$ cat config.mk
export PLATFORM = sky130hd
export DESIGN_NAME = memory_router
export DESIGN_NICKNAME = d
export VERILOG_FILES = /design/src/mem_map_pkg.sv /design/src/bus_pkg.sv /design/src/memory_router.sv /design/src/slave_port_arbiter.sv /design/src/master_port.sv
export SDC_FILE = /design/constraint.sdc
export NUM_CORES = 1
export LEC_CHECK = 0
export BUFFER_PORTS_ARGS = -buffer_cell sky130_fd_sc_hd__buf_2
export CAP_MARGIN = 20
export CORE_UTILIZATION = 40
export DETAILED_ROUTE_END_ITERATION = 6
export GPL_ROUTABILITY_DRIVEN = 0
export PLACE_DENSITY = 0.74
export SLEW_MARGIN = 20
export SYNTH_ARGS = -nofsm -noshare
export SYNTH_HDL_FRONTEND = slang
export SYNTH_HIERARCHICAL = 1
export SYNTH_SLANG_ARGS = --single-unit
$ cat constraint.sdc
create_clock -name vclk -period 3.7
set_input_delay 0.37 -clock vclk [all_inputs]
set_output_delay 0.37 -clock vclk [all_outputs]
set_load 0.005 [all_outputs]
$ cat src/mem_map_pkg.sv
package mem_map_pkg;

   typedef logic [15:0] addr_t;   // cpu address space
   typedef logic [7:0]  data_t;

   // where an access lands
   typedef enum logic [2:0] {
      REGION_NONE   = 3'd0,
      REGION_IOREG  = 3'd1,
      REGION_CART   = 3'd2,
      REGION_LCDRAM = 3'd3,
      REGION_WRAM   = 3'd4
   } region_e;

   // lower bound inclusive, upper bound exclusive
   localparam addr_t CART_LO   = 16'h0000;
   localparam addr_t CART_HI   = 16'h8000;
   localparam addr_t LCDRAM_LO = 16'h8000;   // vram
   localparam addr_t LCDRAM_HI = 16'hA000;
   localparam addr_t EXT_LO    = 16'hA000;   // external expansion ram on the cart
   localparam addr_t EXT_HI    = 16'hC000;
   localparam addr_t WRAM_LO   = 16'hC000;
   localparam addr_t WRAM_HI   = 16'hE000;
   localparam addr_t OAM_LO    = 16'hFE00;
   localparam addr_t OAM_HI    = 16'hFEA0;

   // io range runs to the top of the map, so HI is the last address
   localparam addr_t IOREG_LO  = 16'hFF00;
   localparam addr_t IOREG_HI  = 16'hFFFF;

   // lcd control registers, served by lcd ram
   localparam addr_t LCDC = 16'hFF40;
   localparam addr_t STAT = 16'hFF41;
   localparam addr_t SCY  = 16'hFF42;
   localparam addr_t SCX  = 16'hFF43;
   localparam addr_t LY   = 16'hFF44;
   localparam addr_t LYC  = 16'hFF45;
   localparam addr_t BGP  = 16'hFF47;   // FF46 is oam dma, stays on io
   localparam addr_t OBP0 = 16'hFF48;
   localparam addr_t OBP1 = 16'hFF49;
   localparam addr_t WY   = 16'hFF4A;
   localparam addr_t WX   = 16'hFF4B;
   localparam addr_t VBK  = 16'hFF4F;   // vram bank
   localparam addr_t BCPS = 16'hFF68;
   localparam addr_t BCPD = 16'hFF69;
   localparam addr_t OCPS = 16'hFF6A;
   localparam addr_t OCPD = 16'hFF6B;

   // half open window
   function automatic logic in_range(
      input addr_t a,
      input addr_t lo,
      input addr_t hi
   );
      return (a >= lo) && (a < hi);
   endfunction

   // closed window, for ranges that end at FFFF
   function automatic logic in_span(
      input addr_t a,
      input addr_t lo,
      input addr_t last
   );
      return (a >= lo) && (a <= last);
   endfunction

endpackage
$ cat src/bus_pkg.sv
package bus_pkg;

   // request as a master drives it, strobes active low
   typedef struct packed {
      mem_map_pkg::addr_t addr;
      mem_map_pkg::data_t wdata;
      logic               we_l;
      logic               re_l;
   } master_req_t;

   // request as a slave sees it after arbitration
   typedef struct packed {
      mem_map_pkg::addr_t addr;
      mem_map_pkg::data_t wdata;
      logic               we_l;
      logic               re_l;
   } slave_req_t;

   // read bytes coming back from the slaves
   typedef struct packed {
      mem_map_pkg::data_t ioreg;
      mem_map_pkg::data_t cart;
      mem_map_pkg::data_t lcdram;
      mem_map_pkg::data_t wram;
   } slave_rdata_t;

   // arbiter winner
   typedef enum logic [2:0] {
      SEL_NONE = 3'd0,
      SEL_CPU  = 3'd1,
      SEL_PPU  = 3'd2,
      SEL_RDMA = 3'd3,
      SEL_WDMA = 3'd4
   } master_sel_e;

   localparam int SLAVE_REQ_W   = $bits(slave_req_t);     // 26
   localparam int SLAVE_RDATA_W = $bits(slave_rdata_t);   // 32

   // nothing selected
   localparam slave_req_t SLAVE_REQ_IDLE = '{
      addr:  16'h0000,
      wdata: 8'h00,
      we_l:  1'b1,
      re_l:  1'b1
   };

endpackage

$ cat src/memory_router.sv
`timescale 1ns/1ns

module memory_router (
   input  bus_pkg::master_req_t  cpu_req,
   input  bus_pkg::master_req_t  ppu_req,
   input  mem_map_pkg::addr_t    rdma_addr,
   input  logic                  rdma_re_l,
   input  mem_map_pkg::addr_t    wdma_addr,
   input  mem_map_pkg::data_t    wdma_wdata,
   input  logic                  wdma_we_l,
   input  bus_pkg::slave_rdata_t slave_rdata,
   output mem_map_pkg::data_t    cpu_rdata,
   output mem_map_pkg::data_t    ppu_rdata,
   output mem_map_pkg::data_t    rdma_rdata,
   output bus_pkg::slave_req_t   ioreg_req,
   output bus_pkg::slave_req_t   cart_req,
   output bus_pkg::slave_req_t   lcdram_req,
   output bus_pkg::slave_req_t   wram_req
);
   import mem_map_pkg::*;
   import bus_pkg::*;

   master_req_t rdma_req;
   master_req_t wdma_req;
   region_e     cpu_region;
   region_e     ppu_region;
   region_e     rdma_region;
   region_e     wdma_region;

   // dma ports are one-directional
   assign rdma_req = '{addr: rdma_addr, wdata: data_t'(0), we_l: 1'b1, re_l: rdma_re_l};
   assign wdma_req = '{addr: wdma_addr, wdata: wdma_wdata, we_l: wdma_we_l, re_l: 1'b1};

   master_port u_cpu_port (
      .req         (cpu_req),
      .slave_rdata (slave_rdata),
      .region      (cpu_region),
      .rdata       (cpu_rdata)
   );

   master_port u_ppu_port (
      .req         (ppu_req),
      .slave_rdata (slave_rdata),
      .region      (ppu_region),
      .rdata       (ppu_rdata)
   );

   master_port u_rdma_port (
      .req         (rdma_req),
      .slave_rdata (slave_rdata),
      .region      (rdma_region),
      .rdata       (rdma_rdata)
   );

   master_port u_wdma_port (
      .req         (wdma_req),
      .slave_rdata (slave_rdata),
      .region      (wdma_region),
      .rdata       ()             // write only
   );

   slave_port_arbiter #(.SLAVE(REGION_IOREG)) u_ioreg_arb (
      .cpu_req (cpu_req),  .ppu_req (ppu_req),  .rdma_req (rdma_req),  .wdma_req (wdma_req),
      .cpu_region  (cpu_region),
      .ppu_region  (ppu_region),
      .rdma_region (rdma_region),
      .wdma_region (wdma_region),
      .slave_req   (ioreg_req)
   );

   slave_port_arbiter #(.SLAVE(REGION_CART)) u_cart_arb (
      .cpu_req (cpu_req),  .ppu_req (ppu_req),  .rdma_req (rdma_req),  .wdma_req (wdma_req),
      .cpu_region  (cpu_region),
      .ppu_region  (ppu_region),
      .rdma_region (rdma_region),
      .wdma_region (wdma_region),
      .slave_req   (cart_req)
   );

   slave_port_arbiter #(.SLAVE(REGION_LCDRAM)) u_lcdram_arb (
      .cpu_req (cpu_req),  .ppu_req (ppu_req),  .rdma_req (rdma_req),  .wdma_req (wdma_req),
      .cpu_region  (cpu_region),
      .ppu_region  (ppu_region),
      .rdma_region (rdma_region),
      .wdma_region (wdma_region),
      .slave_req   (lcdram_req)
   );

   slave_port_arbiter #(.SLAVE(REGION_WRAM)) u_wram_arb (
      .cpu_req (cpu_req),  .ppu_req (ppu_req),  .rdma_req (rdma_req),  .wdma_req (wdma_req),
      .cpu_region  (cpu_region),
      .ppu_region  (ppu_region),
      .rdma_region (rdma_region),
      .wdma_region (wdma_region),
      .slave_req   (wram_req)
   );

endmodule

$ cat src/slave_port_arbiter.sv
`timescale 1ns/1ns

module slave_port_arbiter #(
   parameter mem_map_pkg::region_e SLAVE = mem_map_pkg::REGION_WRAM
) (
   input  bus_pkg::master_req_t cpu_req,
   input  bus_pkg::master_req_t ppu_req,
   input  bus_pkg::master_req_t rdma_req,
   input  bus_pkg::master_req_t wdma_req,
   input  mem_map_pkg::region_e cpu_region,
   input  mem_map_pkg::region_e ppu_region,
   input  mem_map_pkg::region_e rdma_region,
   input  mem_map_pkg::region_e wdma_region,
   output bus_pkg::slave_req_t  slave_req
);
   import bus_pkg::*;

   master_sel_e sel;

   function automatic slave_req_t to_slave(input master_req_t m);
      slave_req_t s;
      s.addr  = m.addr;
      s.wdata = m.wdata;
      s.we_l  = m.we_l;
      s.re_l  = m.re_l;
      return s;
   endfunction

   // fixed priority, cpu first
   always_comb begin
      if (cpu_region == SLAVE) begin
         sel = SEL_CPU;
      end else if (ppu_region == SLAVE) begin
         sel = SEL_PPU;
      end else if (rdma_region == SLAVE) begin
         sel = SEL_RDMA;
      end else if (wdma_region == SLAVE) begin
         sel = SEL_WDMA;
      end else begin
         sel = SEL_NONE;
      end
   end

   // winner takes the whole request
   always_comb begin
      case (sel)
         SEL_CPU:  slave_req = to_slave(cpu_req);
         SEL_PPU:  slave_req = to_slave(ppu_req);
         SEL_RDMA: slave_req = to_slave(rdma_req);
         SEL_WDMA: slave_req = to_slave(wdma_req);
         default:  slave_req = SLAVE_REQ_IDLE;
      endcase
   end

endmodule

$ cat src/master_port.sv
`timescale 1ns/1ns

module master_port (
   input  bus_pkg::master_req_t  req,
   input  bus_pkg::slave_rdata_t slave_rdata,
   output mem_map_pkg::region_e  region,
   output mem_map_pkg::data_t    rdata
);
   import mem_map_pkg::*;

   logic    active;
   logic    reading;
   region_e hit;

   function automatic logic is_lcd_reg(input addr_t a);
      case (a)
         LCDC, STAT, SCY, SCX, LY, LYC: return 1'b1;
         BGP, OBP0, OBP1, WY, WX, VBK:  return 1'b1;
         BCPS, BCPD, OCPS, OCPD:        return 1'b1;   // palette regs
         default:                       return 1'b0;
      endcase
   endfunction

   // lcd regs must be checked before the io window
   function automatic region_e decode(input addr_t a);
      if (in_range(a, CART_LO, CART_HI) || in_range(a, EXT_LO, EXT_HI)) begin
         return REGION_CART;
      end
      if (in_range(a, LCDRAM_LO, LCDRAM_HI)) begin
         return REGION_LCDRAM;
      end
      if (in_range(a, WRAM_LO, WRAM_HI)) begin
         return REGION_WRAM;
      end
      if (in_range(a, OAM_LO, OAM_HI) || is_lcd_reg(a)) begin
         return REGION_LCDRAM;
      end
      if (in_span(a, IOREG_LO, IOREG_HI)) begin
         return REGION_IOREG;
      end
      // echo ram and FEA0-FEFF
      return REGION_NONE;
   endfunction

   assign active  = ~req.we_l | ~req.re_l;
   assign reading = ~req.re_l;

   always_comb begin
      hit = decode(req.addr);
   end

   assign region = active ? hit : REGION_NONE;

   // return byte follows the region, won or not
   always_comb begin
      rdata = '0;
      if (reading) begin
         case (region)
            REGION_IOREG:  rdata = slave_rdata.ioreg;
            REGION_CART:   rdata = slave_rdata.cart;
            REGION_LCDRAM: rdata = slave_rdata.lcdram;
            REGION_WRAM:   rdata = slave_rdata.wram;
            default:       rdata = '0;   // unmapped reads as zero
         endcase
      end
   end

endmodule

After elaboration in Yosys (flattened, before gate mapping) --
Cells that the tools add are included.
Storage, ports and cells: register bits 0, bits in latches 0, memory bits (writable) 0, bits in read-only memories 0, bits of input ports 126, memories kept 0
Operators by class: add/sub/neg operators 0, multiply operators 0, divide/modulo/power cells 0, $lt $le $gt $ge 48, equality and inequality tests 96, shifts and indexed selects 0, mux-type cells 146, bitwise gates (word level) 6, reductions and logical operators 36
Operators by type and width (count):
- equality test 16 bit (second input constant) | 64
- case mux 26 bit (4 select lines) | 4
- >= comparator 16 bit (second input constant) | 20
- less-than comparator 16 bit (second input constant) | 20
- two-way mux 3 bit | 60
- case mux 8 bit (4 select lines) | 3
- two-way mux 1 bit | 76
- >= comparator 16 x 1 -> 1 bit (second input constant) | 4
- less-or-equal comparator 16 bit (second input constant) | 4
- OR reduction 16 bit | 4
- equality test 3 x 2 -> 1 bit (second input constant) | 16
- equality test 3 x 1 -> 1 bit (second input constant) | 8
- equality test 3 bit (second input constant) | 8
- logical AND 1 bit | 24
- two-way mux 8 bit | 3
- logical OR 1 bit | 8
- NOT 1 bit | 4
- OR 1 bit | 2

Depth between registers and ports, before layout --
depth in word-level cells 32, gate-level depth with buffers 12

Modules after synthesis --
The synthesis kept the hierarchy.
By module, submodules not included:
- master_port | times used 4, cells each 61, area an instance 474.2 um^2, seq. area each 0.0 um^2
- slave_port_arbiter (u_cart_arb ...) | times used 2, cells each 101, area an instance 724.4 um^2, seq. area each 0.0 um^2
- slave_port_arbiter (u_wram_arb) | times used 1, cells each 102, area an instance 778.2 um^2, seq. area each 0.0 um^2
- slave_port_arbiter (u_lcdram_arb) | times used 1, cells each 101, area an instance 730.7 um^2, seq. area each 0.0 um^2
- memory_router | times used 1, cells each 2, area an instance 7.5 um^2, seq. area each 0.0 um^2

Worst setup path after synthesis --
OpenSTA, ideal clock, no wires.
path type input-to-output, from in ppu_req[15] (netlist bit), to out cart_req[22] (netlist bit), arrival 2797 ps, data required time 3330 ps, slack 533 ps, cell stages on the path 11, path buffers 2, cells stage by stage o21ai_1 nor2b_1 a311oi_4 or2_1 buf_4 nor2_1 nor3b_4 nor2_4 buf_6 a221oi_1 o2bb2ai_1
RTL lines:
- from (decl) | line memory_router.sv:5 | input bus_pkg::master_req_t ppu_req,
- to (decl) | line memory_router.sv:16 | output bus_pkg::slave_req_t cart_req,

==> results.sh <==
export IMPL_drive_above_1_share_pct=41.0
export IMPL_ff_latch_area_sq_um=0
export IMPL_period_share_pct=94.7
export IMPL_mostFrequentLayoutCell="buf_2"
export IMPL_post_route_worst_setup_slack_ns=0.196
export IMPL_path_class="in -> out"
export IMPL_p_leak_nw=2.57
export IMPL_cp_max_fo=24
export IMPL_start_util_pct=41.6
export IMPL_final_cell_mix="buf_2, nor2_1, o2bb2ai_1"
export IMPL_pin_count=254
export IMPL_routed_wl_microns=22800
export IMPL_cap_viol_max_count=0
export IMPL_cp_slowest_cell="nor2_4"
export IMPL_tightest_slew_ns=0.809
export IMPL_port_buffers=254
export IMPL_synthesis_area_sq_um=4570
export IMPL_die_w_microns=109
export IMPL_setup_viol=0
export IMPL_use_met2_pct=58.2
export IMPL_grt_max_degree=27
export IMPL_required_ns=3.33
export IMPL_ys_warn_count=6
export IMPL_post_synth_inst_count=613
export IMPL_die_h_microns=109
export IMPL_critPathCaptureType="output port"
export IMPL_crit_buf_inv=4
export IMPL_hold_depth=3
export IMPL_ir_drop_mv=0.0621
export IMPL_syn_avg_cell_area_sq_um=7.45
export IMPL_met1_usage_pct=48.4
export IMPL_grt_setup_unrepaired="false"
export IMPL_dieArea_sq_um=11800
export IMPL_dp_hpwl_microns=16400
export IMPL_grt_pass1_wl_microns=33900
export IMPL_hold_start="wdma_wdata[4]"
export IMPL_post_place_ws_ns=0.0664
export IMPL_hold_path_class="in -> out"
export IMPL_drc=0
export IMPL_crit_family="compound AO/OA/AOI/OAI gates"
export IMPL_timing_slew_headroom_pct=46.1
export IMPL_finalSetupTns_ns=0
export IMPL_area_growth_pct=35.0
export IMPL_antenna_found_initial=0
export IMPL_cp_slowest_stage_delay_ns=0.53
export IMPL_grt_pass1_vias=6349
export IMPL_drt_iter0_markers=840
export IMPL_use_met3_pct=2.99
export IMPL_start_kind="input port"
export IMPL_hold_end="cart_req[6]"
export IMPL_grtUsageTotal_pct=36.2
export IMPL_drv_slew=0
export IMPL_postRouteAntennaNets=0
export IMPL_critPathArrivalTime_ns=3.13
export IMPL_status="finished, final reports clean"
export IMPL_gr_total_overflow=0
export IMPL_fp_coreArea_sq_um=11000
export IMPL_via_per_inst=6.78
export IMPL_drtPass1Iterations=7
export IMPL_fp_row_count=38
export IMPL_dp_cells=1035
export IMPL_hold_violations=0
export IMPL_wl_per_cell_microns=21.9
export IMPL_instances_no_fill=1039
export IMPL_nFlopsAndLatches=0
export IMPL_pwr_density_cell_nw_per_um2=137
export IMPL_dr_total_vias=7041
export IMPL_fin_nets=1026
export IMPL_max_freq_mhz=285
export IMPL_clkbuf_count=0
export IMPL_top_usage_layer="met2"
export IMPL_worstPathCellList="buf_2 > and4_1 > o2111ai_2 > a211oi_1 > buf_4 > nand3b_2 > buf_4 > nor2_4 > a221oi_1 > o2bb2ai_1 > buf_2"
export IMPL_period_needed_ns=3.50
==> repair_timing <==
item                                    CTS  global route
hold buffers                              0             0
endpoints found under the setup margin    0            16
buffers inserted                          0             0
gates resized for setup                   0             1
==> power by group <==
part	total [W]	switching, W	leakage (nW)	internal [W]
logic	0.000843	0.000501	2.57	0.000342
registers	0	0	0	0
clock network	0.0000000000361	0	0.00000634	0.0000000000361
total	0.000843	0.000501	2.57	0.000342
==> worst min-delay path, delay by kind of cell <==
family / cells / cell delay [ns]
buffers and inverters: 2 / 0.22
AOI/OAI and AO/OA: 1 / 0.11
==> per-layer routing <==
layer	wire length (microns)	share of wire [%]
met3	2540	11
met5	0	0
met4	1010	4.4
met2	10400	46
met1	8850	39
==> final cells by class <==
type / instances / area [sq um]
Fill cell: 1080 / 4820
Multi-Input combinational cell: 590 / 4290
Timing Repair Buffer: 300 / 1670
Tap cell: 140 / 175
Inverter: 8 / 30.0
Antenna cell: 1 / 2.50
==> worst max path at each step <==
stage             startpoint              to  slack [ns]  depth (start not counted)
4_1_cts         rdma_addr[5]    cart_req[19]        0.06                         12
5_1_grt         rdma_addr[5]  lcdram_req[24]        0.08                         12
2_1_floorplan    ppu_req[15]    cart_req[22]        0.53                         11
3_3_place_gp    rdma_addr[3]    cart_req[19]        0.17                         12
6_report       rdma_addr[12]  lcdram_req[24]        0.20                         11
3_5_place_dp    rdma_addr[5]    cart_req[19]        0.07                         12
==> metrics by stage <==
step / hold WS (ns) / total power (W) / area [sq um] / utilization [%]
4_1_cts: 1.07 / 0.000815 / 6130 / 55.8
3_3_place_gp: 1.07 / 0.000808 / 6130 / 55.8
5_1_grt: 1.08 / 0.000899 / 6160 / 56.1
2_1_floorplan: 0.846 / 0.000424 / 4720 / -
6_report: 1.06 / 0.000843 / 6170 / 56.1
3_5_place_dp: 1.06 / 0.000813 / 6130 / 55.8
Power figures use the tool's default switching activity.
